`config.mk`:
```
export PLATFORM = sky130hd
export DESIGN_NAME = ob_top
export DESIGN_NICKNAME = d
export VERILOG_FILES = /design/src/hw/ob_pkg.sv /design/src/hw/ob_cmd_latch.sv /design/src/hw/ob_table.sv /design/src/hw/ob_match.sv /design/src/hw/ob_cntrl.sv /design/src/hw/ob_rsp_queue.sv /design/src/hw/ob_top.sv
export SDC_FILE = /design/constraint.sdc
export NUM_CORES = 1
export LEC_CHECK = 0
export ABC_AREA = 1
export BUFFER_PORTS_ARGS = -buffer_cell sky130_fd_sc_hd__buf_2
export CAP_MARGIN = 30
export CORE_UTILIZATION = 50
export DETAILED_ROUTE_END_ITERATION = 8
export PLACE_DENSITY = 0.67
export SETUP_SLACK_MARGIN = 0.1
export SLEW_MARGIN = 5
export SYNTH_ARGS = -nofsm -noshare
export SYNTH_HDL_FRONTEND = slang
export SYNTH_SLANG_ARGS = --single-unit
```
`constraint.sdc`:
```
create_clock -name clk -period 6.7 [get_ports clk]
set_input_delay 0.67 -clock clk [delete_from_list [all_inputs] [get_ports clk]]
set_output_delay 0.67 -clock clk [all_outputs]
set_load 0.02 [all_outputs]
```
`src/hw/ob_pkg.sv`:
```
/*
  Shared widths, encodings and record layouts of the order book.
  One instrument only. Prices are plain unsigned binary.
  A uid of all ones is reserved for trade responses.
  Unused response fields are always zero.
*/
package ob_pkg;

  // Order or command identifier
  typedef logic [7:0] uid_t;

  // Unsigned price
  typedef logic [15:0] price_t;

  // Share count
  typedef logic [11:0] quantity_t;

  // One bit wider than a quantity, holds a signed difference
  typedef logic signed [12:0] quantity_arith_t;

  typedef enum logic [1:0] {
    Op_Nop,
    Op_QryBidAsk,
    Op_Buy,
    Op_Sell
  } opcode_t;

  typedef enum logic [1:0] {
    S_Okay,
    S_Bad,
    S_Full
  } status_t;

  // Ingress command
  typedef struct packed {
    opcode_t   opcode;
    uid_t      uid;
    price_t    price;
    quantity_t quantity;
  } cmd_t;

  // One resting order
  typedef struct packed {
    uid_t      uid;
    price_t    price;
    quantity_t quantity;
  } entry_t;

  // Egress response
  typedef struct packed {
    uid_t      uid;
    status_t   status;
    // QryBidAsk result
    price_t    bid_price;
    price_t    ask_price;
    // Trade result
    uid_t      bid_uid;
    uid_t      ask_uid;
    quantity_t quantity;
  } rsp_t;

  // Originator id of every trade response
  localparam uid_t TRADE_UID = '1;

endpackage

```
`src/hw/ob_cmd_latch.sv`:
```
/*
  Single-entry command holding register.
  Refills in the cycle its command is consumed, so one command
  can wait here while another is being matched.
*/
`timescale 1ns/1ps

module ob_cmd_latch (
  input  logic         clk,
  input  logic         rst_n,
  // External command queue
  input  logic         cmd_in_vld,
  input  ob_pkg::cmd_t cmd_in,
  output logic         cmd_in_pop,
  // Controller side
  input  logic         cmd_consume,
  output logic         cmd_vld,
  output ob_pkg::cmd_t cmd
);

  // Fetch into an empty slot or one being freed this cycle
  assign cmd_in_pop = cmd_in_vld & (~cmd_vld | cmd_consume);

  always_ff @(posedge clk or negedge rst_n) begin
    if (!rst_n) begin
      cmd_vld <= 1'b0;
    end else if (cmd_in_pop) begin
      cmd_vld <= 1'b1;
    end else if (cmd_consume) begin
      cmd_vld <= 1'b0;
    end
  end

  // Payload captured at the same edge as the pop
  always_ff @(posedge clk) begin
    if (cmd_in_pop) begin
      cmd <= cmd_in;
    end
  end

  // Controller only consumes a held command
  a_consume_held: assert property (
    @(posedge clk) disable iff (!rst_n) cmd_consume |-> cmd_vld
  );

endmodule

```
`src/hw/ob_table.sv`:
```
/*
  Sorted order table, best price at slot 0.
  IS_BID 1 sorts descending (bids), 0 ascending (asks).
  Equal prices keep arrival order, giving price-time priority.
  TABLE_DEPTH must be 2 or more. Inserting into a full table
  and popping an empty one are illegal; the controller checks full.
*/
`timescale 1ns/1ps

module ob_table #(
  parameter int TABLE_DEPTH = 4,
  parameter bit IS_BID      = 1'b1
) (
  input  logic              clk,
  input  logic              rst_n,
  input  logic              insert,
  input  ob_pkg::entry_t    insert_entry,
  input  logic              pop,
  input  logic              update,
  input  ob_pkg::quantity_t update_quantity,
  output logic              head_vld,
  output ob_pkg::entry_t    head,
  output logic              full
);

  import ob_pkg::*;

  entry_t                 slot [TABLE_DEPTH];
  // Occupancy, always contiguous from slot 0
  logic [TABLE_DEPTH-1:0] vld;
  // New entry belongs at or ahead of this slot
  logic [TABLE_DEPTH-1:0] take;
  // Slot receives its lower neighbour
  logic [TABLE_DEPTH-1:0] shift;
  // Slot receives the new entry
  logic [TABLE_DEPTH-1:0] place;

  // Sorted contents make take monotonic
  always_comb begin
    for (int i = 0; i < TABLE_DEPTH; i++) begin
      if (IS_BID) begin
        take[i] = !vld[i] || (insert_entry.price > slot[i].price);
      end else begin
        take[i] = !vld[i] || (insert_entry.price < slot[i].price);
      end
    end
    shift = {take[TABLE_DEPTH-2:0], 1'b0};
    place = take & ~shift;
  end

  always_ff @(posedge clk or negedge rst_n) begin
    if (!rst_n) begin
      vld <= '0;
    end else if (insert) begin
      vld <= {vld[TABLE_DEPTH-2:0], 1'b1};
    end else if (pop) begin
      vld <= {1'b0, vld[TABLE_DEPTH-1:1]};
    end
  end

  always_ff @(posedge clk) begin
    if (insert) begin
      if (place[0]) begin
        slot[0] <= insert_entry;
      end
      for (int i = 1; i < TABLE_DEPTH; i++) begin
        if (place[i]) begin
          slot[i] <= insert_entry;
        end else if (shift[i]) begin
          slot[i] <= slot[i-1];
        end
      end
    end else if (pop) begin
      // Move everything toward the head, last slot goes stale
      for (int i = 0; i < TABLE_DEPTH - 1; i++) begin
        slot[i] <= slot[i+1];
      end
    end else if (update) begin
      // Partial fill of the head order
      slot[0].quantity <= update_quantity;
    end
  end

  assign head     = slot[0];
  assign head_vld = vld[0];
  assign full     = vld[TABLE_DEPTH-1];

  a_no_insert_full: assert property (
    @(posedge clk) disable iff (!rst_n) insert |-> !full
  );

  a_no_pop_empty: assert property (
    @(posedge clk) disable iff (!rst_n) (pop || update) |-> head_vld
  );

  a_no_insert_pop: assert property (
    @(posedge clk) disable iff (!rst_n) !(insert && pop)
  );

endmodule

```
`src/hw/ob_match.sv`:
```
/*
  Compares the bid and ask heads and registers the trade decision.
  Results change only on cmp_en and hold until the next compare.
  Quantity and remainder are meaningful only with trade set.
*/
`timescale 1ns/1ps

module ob_match (
  input  logic              clk,
  input  logic              rst_n,
  input  logic              cmp_en,
  input  logic              bid_vld,
  input  logic              ask_vld,
  input  ob_pkg::entry_t    bid_head,
  input  ob_pkg::entry_t    ask_head,
  output logic              trade,
  output logic              bid_consumed,
  output logic              ask_consumed,
  output ob_pkg::quantity_t quantity,
  output ob_pkg::quantity_t remainder
);

  import ob_pkg::*;

  logic            can_trade;
  // Bid quantity minus ask quantity
  quantity_arith_t diff;

  assign can_trade = bid_vld & ask_vld & (bid_head.price >= ask_head.price);
  assign diff      = quantity_arith_t'({1'b0, bid_head.quantity})
                   - quantity_arith_t'({1'b0, ask_head.quantity});

  always_ff @(posedge clk or negedge rst_n) begin
    if (!rst_n) begin
      trade        <= 1'b0;
      bid_consumed <= 1'b0;
      ask_consumed <= 1'b0;
    end else if (cmp_en) begin
      trade        <= can_trade;
      // Smaller side fills completely, both on a tie
      bid_consumed <= can_trade && (diff <= 0);
      ask_consumed <= can_trade && (diff >= 0);
    end
  end

  always_ff @(posedge clk) begin
    if (cmp_en) begin
      if (diff < 0) begin
        // Ask is larger, remainder stays on the ask
        quantity  <= bid_head.quantity;
        remainder <= quantity_t'(-diff);
      end else begin
        // Zero remainder on equal quantities
        quantity  <= ask_head.quantity;
        remainder <= quantity_t'(diff);
      end
    end
  end

endmodule

```
`src/hw/ob_cntrl.sv`:
```
/*
  Order book controller FSM with states IDLE, QUERY and EXECUTE.
  A Buy or Sell is acknowledged on insert, then trades are matched
  one per QUERY/EXECUTE pass until the heads no longer cross.
  Every push waits for a non-full response queue.
  An order into a full table is answered with S_Full and dropped.
*/
`timescale 1ns/1ps

module ob_cntrl (
  input  logic              clk,
  input  logic              rst_n,
  // Command latch
  input  logic              cmd_vld,
  input  ob_pkg::cmd_t      cmd,
  output logic              cmd_consume,
  // Bid table
  output logic              bid_insert,
  output ob_pkg::entry_t    bid_insert_entry,
  output logic              bid_pop,
  output logic              bid_update,
  output ob_pkg::quantity_t bid_update_quantity,
  input  logic              bid_head_vld,
  input  ob_pkg::entry_t    bid_head,
  input  logic              bid_full,
  // Ask table
  output logic              ask_insert,
  output ob_pkg::entry_t    ask_insert_entry,
  output logic              ask_pop,
  output logic              ask_update,
  output ob_pkg::quantity_t ask_update_quantity,
  input  logic              ask_head_vld,
  input  ob_pkg::entry_t    ask_head,
  input  logic              ask_full,
  // Comparator
  output logic              cmp_en,
  input  logic              trade,
  input  logic              bid_consumed,
  input  logic              ask_consumed,
  input  ob_pkg::quantity_t quantity,
  input  ob_pkg::quantity_t remainder,
  // Response queue
  output logic              rsp_push,
  output ob_pkg::rsp_t      rsp,
  input  logic              rsp_full
);

  import ob_pkg::*;

  typedef enum logic [1:0] {
    IDLE,
    QUERY,
    EXECUTE
  } state_t;

  state_t state;
  state_t state_nxt;

  // New order built straight from the held command
  assign bid_insert_entry = '{uid: cmd.uid, price: cmd.price, quantity: cmd.quantity};
  assign ask_insert_entry = bid_insert_entry;

  // Survivor of a partial fill keeps the remainder
  assign bid_update_quantity = remainder;
  assign ask_update_quantity = remainder;

  always_comb begin
    state_nxt   = state;
    cmd_consume = 1'b0;
    bid_insert  = 1'b0;
    ask_insert  = 1'b0;
    bid_pop     = 1'b0;
    ask_pop     = 1'b0;
    bid_update  = 1'b0;
    ask_update  = 1'b0;
    cmp_en      = 1'b0;
    rsp_push    = 1'b0;
    rsp         = '0;

    case (state)
      IDLE: begin
        if (cmd_vld && !rsp_full) begin
          rsp_push   = 1'b1;
          rsp.uid    = cmd.uid;
          rsp.status = S_Okay;
          case (cmd.opcode)
            Op_QryBidAsk: begin
              cmd_consume = 1'b1;
              // Spread only valid with both sides present
              if (bid_head_vld && ask_head_vld) begin
                rsp.bid_price = bid_head.price;
                rsp.ask_price = ask_head.price;
              end else begin
                rsp.status = S_Bad;
              end
            end
            Op_Buy: begin
              if (bid_full) begin
                rsp.status  = S_Full;
                cmd_consume = 1'b1;
              end else begin
                bid_insert = 1'b1;
                state_nxt  = QUERY;
              end
            end
            Op_Sell: begin
              if (ask_full) begin
                rsp.status  = S_Full;
                cmd_consume = 1'b1;
              end else begin
                ask_insert = 1'b1;
                state_nxt  = QUERY;
              end
            end
            default: begin
              // Nop answers with its own uid
              cmd_consume = 1'b1;
            end
          endcase
        end
      end

      QUERY: begin
        // Heads have settled since the last table change
        cmp_en    = 1'b1;
        state_nxt = EXECUTE;
      end

      EXECUTE: begin
        if (!trade) begin
          // Book no longer crosses so the match loop ends
          cmd_consume = 1'b1;
          state_nxt   = IDLE;
        end else if (!rsp_full) begin
          bid_pop       = bid_consumed;
          ask_pop       = ask_consumed;
          bid_update    = !bid_consumed;
          ask_update    = !ask_consumed;
          rsp_push      = 1'b1;
          rsp.uid       = TRADE_UID;
          rsp.status    = S_Okay;
          rsp.bid_uid   = bid_head.uid;
          rsp.ask_uid   = ask_head.uid;
          rsp.quantity  = quantity;
          state_nxt     = QUERY;
        end
      end

      default: state_nxt = IDLE;
    endcase
  end

  always_ff @(posedge clk or negedge rst_n) begin
    if (!rst_n) begin
      state <= IDLE;
    end else begin
      state <= state_nxt;
    end
  end

  // Held command stays put for the whole match loop
  a_cmd_held: assert property (
    @(posedge clk) disable iff (!rst_n) (state != IDLE) |-> cmd_vld
  );

  // A trade that fills neither head would never end the loop
  a_trade_fills: assert property (
    @(posedge clk) disable iff (!rst_n)
      (state == EXECUTE && trade) |-> (bid_consumed || ask_consumed)
  );

endmodule

```
`src/hw/ob_rsp_queue.sv`:
```
/*
  Egress response FIFO.
  Pop is ignored while empty. Pushing while full is illegal,
  the full flag is the controller's back-pressure.
  RSP_DEPTH must be 2 or more, any value.
*/
`timescale 1ns/1ps

module ob_rsp_queue #(
  parameter int RSP_DEPTH = 4
) (
  input  logic         clk,
  input  logic         rst_n,
  input  logic         push,
  input  ob_pkg::rsp_t push_rsp,
  output logic         full,
  input  logic         rsp_out_pop,
  output logic         rsp_out_vld,
  output ob_pkg::rsp_t rsp_out
);

  import ob_pkg::*;

  localparam int PTR_W = $clog2(RSP_DEPTH);
  localparam int CNT_W = $clog2(RSP_DEPTH + 1);

  rsp_t             mem [RSP_DEPTH];
  logic [PTR_W-1:0] wr_ptr;
  logic [PTR_W-1:0] rd_ptr;
  logic [CNT_W-1:0] count;
  logic             pop;

  assign pop         = rsp_out_pop & rsp_out_vld;
  assign full        = (count == CNT_W'(RSP_DEPTH));
  assign rsp_out_vld = (count != '0);
  assign rsp_out     = mem[rd_ptr];

  always_ff @(posedge clk or negedge rst_n) begin
    if (!rst_n) begin
      wr_ptr <= '0;
      rd_ptr <= '0;
      count  <= '0;
    end else begin
      // Pointers wrap explicitly for non power of two depths
      if (push) begin
        wr_ptr <= (wr_ptr == PTR_W'(RSP_DEPTH - 1)) ? '0 : wr_ptr + 1'b1;
      end
      if (pop) begin
        rd_ptr <= (rd_ptr == PTR_W'(RSP_DEPTH - 1)) ? '0 : rd_ptr + 1'b1;
      end
      case ({push, pop})
        2'b10:   count <= count + 1'b1;
        2'b01:   count <= count - 1'b1;
        default: count <= count;
      endcase
    end
  end

  always_ff @(posedge clk) begin
    if (push) begin
      mem[wr_ptr] <= push_rsp;
    end
  end

  a_no_push_full: assert property (
    @(posedge clk) disable iff (!rst_n) push |-> !full
  );

endmodule

```
`src/hw/ob_top.sv`:
```
/*
  Order book top level for one instrument.
  Commands come from an external queue, responses leave through
  the internal response FIFO. Trade responses carry TRADE_UID.
*/
`timescale 1ns/1ps

module ob_top #(
  parameter int TABLE_DEPTH = 4,
  parameter int RSP_DEPTH   = 4
) (
  input  logic         clk,
  input  logic         rst_n,
  input  logic         cmd_in_vld,
  input  ob_pkg::cmd_t cmd_in,
  output logic         cmd_in_pop,
  output logic         rsp_out_vld,
  output ob_pkg::rsp_t rsp_out,
  input  logic         rsp_out_pop
);

  import ob_pkg::*;

  // Latch to controller
  logic      cmd_vld;
  cmd_t      cmd;
  logic      cmd_consume;

  // Table strobes and heads
  logic      bid_insert;
  logic      ask_insert;
  entry_t    bid_insert_entry;
  entry_t    ask_insert_entry;
  logic      bid_pop;
  logic      ask_pop;
  logic      bid_update;
  logic      ask_update;
  quantity_t bid_update_quantity;
  quantity_t ask_update_quantity;
  logic      bid_head_vld;
  logic      ask_head_vld;
  entry_t    bid_head;
  entry_t    ask_head;
  logic      bid_full;
  logic      ask_full;

  // Comparator result
  logic      cmp_en;
  logic      trade;
  logic      bid_consumed;
  logic      ask_consumed;
  quantity_t quantity;
  quantity_t remainder;

  // Controller to response queue
  logic      rsp_push;
  rsp_t      rsp;
  logic      rsp_full;

  ob_cmd_latch u_cmd_latch (
    .clk         (clk),
    .rst_n       (rst_n),
    .cmd_in_vld  (cmd_in_vld),
    .cmd_in      (cmd_in),
    .cmd_in_pop  (cmd_in_pop),
    .cmd_consume (cmd_consume),
    .cmd_vld     (cmd_vld),
    .cmd         (cmd)
  );

  // Bids sorted highest first
  ob_table #(
    .TABLE_DEPTH (TABLE_DEPTH),
    .IS_BID      (1'b1)
  ) u_bid_table (
    .clk             (clk),
    .rst_n           (rst_n),
    .insert          (bid_insert),
    .insert_entry    (bid_insert_entry),
    .pop             (bid_pop),
    .update          (bid_update),
    .update_quantity (bid_update_quantity),
    .head_vld        (bid_head_vld),
    .head            (bid_head),
    .full            (bid_full)
  );

  // Asks sorted lowest first
  ob_table #(
    .TABLE_DEPTH (TABLE_DEPTH),
    .IS_BID      (1'b0)
  ) u_ask_table (
    .clk             (clk),
    .rst_n           (rst_n),
    .insert          (ask_insert),
    .insert_entry    (ask_insert_entry),
    .pop             (ask_pop),
    .update          (ask_update),
    .update_quantity (ask_update_quantity),
    .head_vld        (ask_head_vld),
    .head            (ask_head),
    .full            (ask_full)
  );

  ob_match u_match (
    .clk          (clk),
    .rst_n        (rst_n),
    .cmp_en       (cmp_en),
    .bid_vld      (bid_head_vld),
    .ask_vld      (ask_head_vld),
    .bid_head     (bid_head),
    .ask_head     (ask_head),
    .trade        (trade),
    .bid_consumed (bid_consumed),
    .ask_consumed (ask_consumed),
    .quantity     (quantity),
    .remainder    (remainder)
  );

  ob_cntrl u_cntrl (
    .clk                 (clk),
    .rst_n               (rst_n),
    .cmd_vld             (cmd_vld),
    .cmd                 (cmd),
    .cmd_consume         (cmd_consume),
    .bid_insert          (bid_insert),
    .bid_insert_entry    (bid_insert_entry),
    .bid_pop             (bid_pop),
    .bid_update          (bid_update),
    .bid_update_quantity (bid_update_quantity),
    .bid_head_vld        (bid_head_vld),
    .bid_head            (bid_head),
    .bid_full            (bid_full),
    .ask_insert          (ask_insert),
    .ask_insert_entry    (ask_insert_entry),
    .ask_pop             (ask_pop),
    .ask_update          (ask_update),
    .ask_update_quantity (ask_update_quantity),
    .ask_head_vld        (ask_head_vld),
    .ask_head            (ask_head),
    .ask_full            (ask_full),
    .cmp_en              (cmp_en),
    .trade               (trade),
    .bid_consumed        (bid_consumed),
    .ask_consumed        (ask_consumed),
    .quantity            (quantity),
    .remainder           (remainder),
    .rsp_push            (rsp_push),
    .rsp                 (rsp),
    .rsp_full            (rsp_full)
  );

  ob_rsp_queue #(
    .RSP_DEPTH (RSP_DEPTH)
  ) u_rsp_queue (
    .clk         (clk),
    .rst_n       (rst_n),
    .push        (rsp_push),
    .push_rsp    (rsp),
    .full        (rsp_full),
    .rsp_out_pop (rsp_out_pop),
    .rsp_out_vld (rsp_out_vld),
    .rsp_out     (rsp_out)
  );

endmodule

```
# --- After elaboration in Yosys (flattened, before gate mapping) ---
# Memory sizes are Yosys's and may differ from the RTL's.
# Index checks and enable logic that the tools add are counted.
op_classes:
  muxes: 141
  eq_ne: 15
  order_cmp: 12
  bitwise_logic: 24
  n_reduce_logical: 30
  multipliers: 0
  add_sub_neg: 6
  div_mod_pow: 0
  shifts: 0
ops:
  columns: ["operator", "count"]
  rows:
  - ["36-bit two-way mux", 12]
  - ["32-bit two-way mux", 3]
  - ["1-bit two-way mux", 95]
  - ["28-bit two-way mux", 3]
  - ["16-bit > comparator", 4]
  - ["16-bit less-than comparator", 4]
  - ["12-bit two-way mux", 4]
  - ["42-bit two-way mux", 1]
  - ["10-bit two-way mux", 2]
  - ["10-bit one-hot mux with 2 select lines", 1]
  - ["2-bit two-way mux", 9]
  - ["16-bit greater-or-equal comparator", 1]
  - ["4-bit two-way mux", 4]
  - ["1-bit OR", 15]
  - ["13-bit by 1-bit greater-or-equal comparator with 1-bit output, second input constant", 1]
  - ["13-bit by 1-bit less-or-equal comparator with 1-bit output, second input constant", 1]
  - ["13-bit by 1-bit less-than comparator with 1-bit output, second input constant", 1]
  - ["12-bit by 12-bit subtractor with 13-bit output", 1]
  - ["2-bit == test, second input constant", 6]
  - ["3-bit != test, second input constant", 4]
  - ["12-bit negator", 1]
  - ["2-bit one-hot mux with 3 select lines", 2]
  - ["1-bit logical NOT", 11]
  - ["4-bit AND", 2]
  - ["18 further kinds", 40]
totals:
  latch_bits: 0
  rom_bits: 0
  mem_bits_rw: 568
  n_memories: 3
  inputBits: 42
  ff_bits: 83
  out_inout_bits: 72
  elab_cells: 247
memory_table:
  columns: ["memory", "words", "width", "read_ports", "rd_clocked_by_memory_dff", "write_ports", "line", "rtl"]
  rows:
  - ["u_rsp_queue.mem", 4, 70, 1, 0, 1, "ob_rsp_queue.sv:27", "rsp_t mem [RSP_DEPTH];"]
  - ["u_ask_table.slot", 4, 36, 4, 0, 4, "ob_table.sv:28", "entry_t slot [TABLE_DEPTH];"]
  - ["u_bid_table.slot", 4, 36, 4, 0, 4, "ob_table.sv:28", null]

# --- Longest topological paths before layout ---
# Gate-level depths: netlist of run 1.
# An unclocked memory read counts as a cell.
depth:
  depth_word: 10
  depth_mapped: 18

# --- Modules after synthesis ---
# From an unflattened synthesis of run 1, not the netlist that was laid out.
unflattened:
  hier_cells: 3652
  area_unflattened_um2: 34949.8
modules_own_cells:
  columns: ["module", "seq_area_each_um2", "area_each_um2", "cells_each", "instances"]
  rows:
  - ["ob_rsp_queue", 8583.2, 11483.5, 874, 1]
  - ["ob_table at u_bid_table", 4424.2, 8952.3, 1063, 1]
  - ["ob_table at u_ask_table", 4424.2, 8896.0, 1041, 1]
  - ["ob_match", 795.8, 2501.1, 341, 1]
  - ["ob_cntrl", 50.0, 1926.8, 289, 1]
  - ["ob_cmd_latch", 1166.1, 1189.9, 44, 1]

# --- Least setup slack after synthesis of run 1 ---
# Ideal clock, no wire load.
synth_path:
  path_kind: "reg2reg"
  from: "register u_cntrl.state[0]"
  to: "memory u_rsp_queue.mem[0][0] (netlist name) (enable)"
  path_stages_with_launch: 9
  n_path_buf: 1
  setup_time_ns: 0.498
  slack_ns: 2.159
  arrival_ns: 4.043
  path_cell_list: "dfrtp_1 inv_1 nand2_1 nor2_2 nand2_2 buf_2 nand2_1 inv_1 nor2_1"
synth_via:
  elab_chain_len: 4
  elab_cells_between_ends: 5
  cone_classes: "1 x eq/ne; 3 x mux; 1 x reduce/logical"
synth_rtl:
  columns: ["element", "line", "rtl"]
  rows:
  - ["start, declared", "ob_cntrl.sv:56", "state_t state;"]
  - ["start signal, assigned", "ob_cntrl.sv:157", "state <= state_nxt;"]
  - ["2-bit == test / 2-bit logical NOT (equally long branches)", "ob_cntrl.sv:80", "case (state)"]
  - ["1-bit one-hot mux with 2 select lines (*)", "ob_cntrl.sv:80", null]
  - ["1-bit two-way mux (*)", "ob_rsp_queue.sv:60", "if (push) begin"]
  - ["1-bit two-way mux (implied by the code) (*)", "ob_rsp_queue.sv:61", "mem[wr_ptr] <= push_rsp;"]
  - ["end, declared", "ob_rsp_queue.sv:27", null]
# Mark *: on every way between the ends. The rest lies on a longest branch, timed or not.

==> results.toml, run 1 <==
[logic_synthesis]
synth_most_common_cell = "nand2_1"
yosys.area.top_type = "edfxtp_1"
netlist_area_um2 = 31300
syn_inst = 3108
yosysWarnings = 0
ys_seq_area_frac = 0.621
yosys-top-cells-area = "edfxtp_1 60%, nand2_1 9.1%, ha_1 5.1%, nand3_1 4.9%, o21ai_0 4.5%"
synth_area_per_cell_um2 = 10.1
ys_types = 44
synth_top_cell_area_share = 0.605
synth_nets = 3280
synth_commonest_cells = "759 x nand2_1, 630 x edfxtp_1, 307 x nand3_1, 301 x inv_1, 282 x o21ai_0"
async_flop_share = 0.0323
synth-edff-count = 630
ys_ff_latch = 651
ys_dominant_reg_cell = "edfxtp_1"

[power_and_ir_drop]
clockPowerShare = 0.245
p_int_uw = 9540
powerDensity_nw_per_um2 = 450
swShare = 0.390
p_seq_frac = 0.410
peakVddDrop_v = 0.000256
power_leakage_uw = 0.0143
switchingPower_uw = 6100
pwr-share-comb = 0.346

[cells_and_area]
fillCellCount = 5302
nNetsFinal = 3347
syn_to_final_growth_pct = 11.2
antennaDiodeCount = 0
drive_gt1_frac = 0.0886

[global_route]
antenna_found_initial = 0
grt_max_degree = 101
grt_pass1_wl_um = 131000
grt_pass1_vias = 22100
track_usage = 0.272
overflow = 0

[sta]
min_period_over_period = 0.672
rsz0062_at_grt = "no"
worst_clock_skew_ns = 0.0338
holdWs_ns = 0.0731
fin_ws_ns = 2.20
relSlewSlack = 0.335
setup-violations-final = 0
tightest_slew_ns = 0.997
fin_crit_ns = 4.50
maxSlewViolCount = 0
fmaxAchievable_ghz = 0.222
hold_viol = 0
setup-tns-final_ns = 0

[clocking]
post_cts_buffers = 0
cts_resized = 0
cts_sinks = 651
htree_levels = 3
cts_buffers = 70
clock_latency_ns = 0.63
path_clk_slew_ns = 0.06
cts_tree = "yes"
holdBufCountCts = 0
cts_buffer_depth = 3
clockRootBuffer = "clkbuf_16"

[critical_path]
critPathKind = "reg2reg"
crit_family = "simple AND/OR/NAND/NOR gates"
critPathArrivalTime_ns = 4.86
slowest_stage = "nand3_2"
path_cells = "ha_1 > nand2_1 > o21a_1 > nand2_1 > nand2_1 > nand2_1 > nand2_1 > nand2_4 > nand3_2 > buf_4"
worstSetupEndpointType = "flip-flop"
critPathBufInv = 1
cp-start-kind = "flip-flop"
cpMostUsedCell = "nand2_1"
critPathMaxStageDelay_ns = 0.90
required_ns = 7.06
cp_max_fo = 61

[routing]
vias = 23200
drtAntennaViolNets = 0
dr.pass1.iters = 5
detail_route.wl_per_cell_um = 21.2
drc = 0
drt_iter0_drc = 2348
via_per_inst = 5.70
routed_wl_um = 86100

[placement]
place_congestion = 0.922
numPortBuffers = 113
place_ws_ns = 2.23
hpwl_um = 56700

[floorplanning]
pin_count = 114
placementRows = 91
dieArea_um2 = 63600
die_w_um = 252
coreArea_um2 = 61700
initial_utilization = 0.507
die_h_um = 252

[run_status]
status = "finished, final reports clean"

[job]
maxCapViolations = 0

[hold_path]
min_path_type = "in2async"
-- worst paths after layout --
path,slack (ns),start,cells after the start,endpoint
setup / recovery,2.20,u_cmd_latch.cmd[19],10,u_ask_table.slot[1][24]
hold / removal,0.07,rst_n,1,u_rsp_queue.rd_ptr[0]
setup reg to reg,2.20,u_cmd_latch.cmd[19],10,u_ask_table.slot[1][24]
hold reg to reg,0.53,u_rsp_queue.count[0],1,u_rsp_queue.count[0]
max in group asynchronous,6.15,rst_n,1,u_rsp_queue.rd_ptr[0]
min in group clk,0.23,cmd_in[13],1,u_cmd_latch.cmd[13]
-- cell families (layout without fill, tap and decap cells) --
logic type / Yosys count / after routing / synth area share
DFF: 651 / 651 / 0.621
xor gates and xnor gates: 10 / 10 / 0.00280
AOI/OAI and AO/OA: 457 / 457 / 0.0784
and+or+nand+nor: 1400 / 1400 / 0.185
buffers and inverters: 460 / 581 / 0.0597
adders and majority gates: 130 / 130 / 0.0525
-- registers in the layout (all words and copies together), names as in the netlist, 4 cells and up --
name,cells
u_bid_table.vld,4
u_bid_table.slot,144
u_match.quantity,12
u_cmd_latch.cmd,38
u_match.remainder,12
u_rsp_queue.mem,280
u_ask_table.vld,4
u_ask_table.slot,144
-- power groups by stage --
stage                     logic [uW]  clock network, uW  registers [uW]
after floorplan                 3690                  0            6270
after detailed placement        5390                  0            6470
after global routing            6000               4020            6490
after CTS                       5420               3870            6390
final                           5410               3830            6410
after global placement          5270                  0            6440
-- through the flow --
step                utilization  instance area, um2  instances  power (uW)
floorplan                     -               31300       3108        9960
global placement          0.526               32500       3937       11700
detailed placement        0.527               32500       3939       11900
CTS                       0.564               34800       4065       15700
global route              0.564               34800       4066       16500
finish                    0.564               34800       4066       15600
-- area by class of cell --
| cell class | instances | area, um2 | share of cell area |
|---|---|---|---|
| sequential | 651 | 19400 | 0.559 |
| clock inverter | 41 | 399 | 0.0115 |
| timing repair buffer | 147 | 843 | 0.0242 |
| clock buffer | 85 | 1860 | 0.0534 |
| inverter | 308 | 1160 | 0.0334 |
| tap | 837 | 1050 | 0.0301 |
| multi-input combinational | 1997 | 10000 | 0.288 |
-- layout by cell type, fill, tap and decap left out, drive strengths merged, types with 3 or more instances in the layout --
cell,count
nand2,769
nor3,38
xor2,6
clkbuf,85
inv,310
nor2,267
o22ai,72
nand4,12
xnor2,4
ha,128
clkinv,30
buf,147
edfxtp,630
bufinv,5
dfrtp,21
o221ai,3
clkinvlp,4
nand3,308
o21ai,285
a21oi,60
a31oi,26
o21a,4
-- metal layers --
layer  vias up  GRT usage  wire (um)
met5         -          0          0
met4         0     0.0791       2260
met3       128     0.0456       7260
met2       997      0.424      39200
met1     11200      0.394      37300
li1      10800          -          -
No activity file was read; power rests on OpenSTA's default activity.
==> run 2, diff against run 1 <==
clock period = 4.7 ns   (was 6.7 ns; I/O delays follow)
==> run 2 against run 1 <==
Effect of this change:
- register-to-register slack got worse by 1.2 ns
- flip-flop and latch count unchanged
- die area stayed put
- sequential share of layout area decreased by 0.92 points
- count of clock-buffer cells in the layout up 8
- global-route usage grew 0.24 points
- combinational power up 48%
- clock skew decreased by 0.0047 ns
- final cell count up 0.84%
- critical path depth rose by 3
- fmax is 23% higher
- largest cell class unchanged
==> results.toml, run 2 (synthesis results as in run 1) <==
[clocking]
clock_latency_ns = 0.64
clockRootBuffer = "clkbuf_16"
post_cts_buffers = 0
htree_levels = 3
cts_buffers = 72
path_clk_slew_ns = 0.06
cts_tree = "yes"
cts_sinks = 651
cts_buffer_depth = 3

[power_and_ir_drop]
peakVddDrop_v = 0.000325
power_leakage_uw = 0.0145
powerDensity_nw_per_um2 = 649

[cells_and_area]
drive_gt1_frac = 0.0935
final_cell_mix = "758 x nand2_1, 630 x edfxtp_1, 304 x nand3_1, 298 x inv_1, 282 x o21ai_0"
syn_to_final_growth_pct = 13.1
final_common_cell = "nand2_1"
largest_register = "u_rsp_queue.mem"
final_cells = 4100
finalInstanceArea_um2 = 35400
post-route-util = 0.573
antennaDiodeCount = 0
nNetsFinal = 3375
fillCellCount = 5244
reg_top3 = "u_rsp_queue.mem (280), u_ask_table.slot (144), u_bid_table.slot (144)"
largest_reg_flops = 280

[critical_path]
critPathKind = "reg2reg"
cp_max_fo = 22
critPathArrivalTime_ns = 4.02
worstSetupEndpointType = "flip-flop"
required_ns = 5.06
cp-start-kind = "flip-flop"
crit_start = "u_cmd_latch.cmd[17]"
r2r_start = "u_cmd_latch.cmd[17]"
worst_r2r_path_depth = 13

[floorplanning]
coreArea_um2 = 61700
die_w_um = 252
dieArea_um2 = 63600
die_h_um = 252
initial_utilization = 0.507
placementRows = 91
pin_count = 114

[global_route]
grt_pass1_wl_um = 133000
track_usage = 0.275
grt_pass1_vias = 23000
grt_max_degree = 101
overflow = 0
antenna_found_initial = 0

[sta]
min_period_over_period = 0.778
relSlewSlack = 0.294
maxSlewViolCount = 0
rsz0062_at_grt = "no"
hold_viol = 0
fin_crit_ns = 3.66
worst_clock_skew_ns = 0.0291
setup-violations-final = 0
fmaxAchievable_ghz = 0.273
tightest_slew_ns = 1.05
setup-tns-final_ns = 0

[placement]
numPortBuffers = 113
hpwl_um = 54600
dp_cells = 3951
placed_cell_area_um2 = 32700
place_congestion = 0.946

[routing]
detail_route.wl_per_cell_um = 21.2
drc = 0
dr.pass1.iters = 6
via_per_inst = 5.73
vias = 23500
routed_wl_um = 87100
drt_iter0_drc = 2518
drtAntennaViolNets = 0

[hold_path]
hold_start = "cmd_in[11]"
hold_path_depth = 1
min_path_type = "in2reg"

[job]
maxCapViolations = 0

[run_status]
status = "finished, final reports clean"
run 2: power by group:
| group | internal, uW | leakage [uW] | switching, uW |
|---|---|---|---|
| combinational | 2210 | 0.00728 | 5770 |
| sequential | 8370 | 0.00606 | 697 |
| clock | 3500 | 0.00119 | 2410 |
run 2: worst max-delay path: stages, from the launching register on:
cell and delay [ns]:
edfxtp_1 0.56, ha_1 0.38, a21oi_1 0.21, nor2_1 0.06, nor3_1 0.27, nand2_1 0.11
nand2_1 0.07, nand2_1 0.05, nand2_1 0.09, nand2_2 0.06, nand2_1 0.08, buf_4 0.33
nand3_2 0.66, buf_4 0.47
run 2: worst paths after layout:
| check | endpoint | slack (ns) |
|---|---|---|
| max in group asynchronous | u_rsp_queue.rd_ptr[0] | 3.76 |
| max reg2reg | u_bid_table.slot[1][27] | 1.04 |
| min in group asynchronous | u_bid_table.vld[0] | 0.43 |
| max | u_bid_table.slot[1][27] | 1.04 |
| min reg2reg | u_rsp_queue.count[0] | 0.51 |
| min | u_cmd_latch.cmd[11] | 0.02 |
run 2: layer usage:
| metal | global-route usage | wire (um) | part of all wire | vias up |
|---|---|---|---|---|
| li1 | - | - | - | 10900 |
| met1 | 0.374 | 36100 | 0.41 | 11300 |
| met2 | 0.447 | 40900 | 0.47 | 1120 |
| met3 | 0.0456 | 7550 | 0.087 | 177 |
| met4 | 0.0944 | 2510 | 0.029 | 0 |
| met5 | 0 | 0 | 0 | - |
run 2: layout make-up:
| class | count | area, um2 | area share |
|---|---|---|---|
| clock buffer | 93 | 1930 | 0.0546 |
| sequential | 651 | 19400 | 0.550 |
| inverter | 308 | 1160 | 0.0329 |
| timing repair buffer | 173 | 1190 | 0.0335 |
| clock inverter | 41 | 564 | 0.0160 |
| tap | 837 | 1050 | 0.0296 |
| multi-input combinational | 1997 | 10000 | 0.284 |
run 2: repair_timing:
action,in CTS,in global routing
hold endpoints to repair,33,0
resized for setup,0,0
hold buffers,13,0
run 2: stage by stage:
stage | worst slack, ns | hold slack [ns] | power (uW)
after global routing | 0.846 | 0.0128 | 24200
after floorplan | 0.159 | 0.174 | 14200
after global placement | 1.08 | 0.506 | 16800
final | 1.04 | 0.0212 | 23000
after detailed placement | 1.08 | 0.503 | 17100
after CTS | 1.00 | 0.00276 | 23000
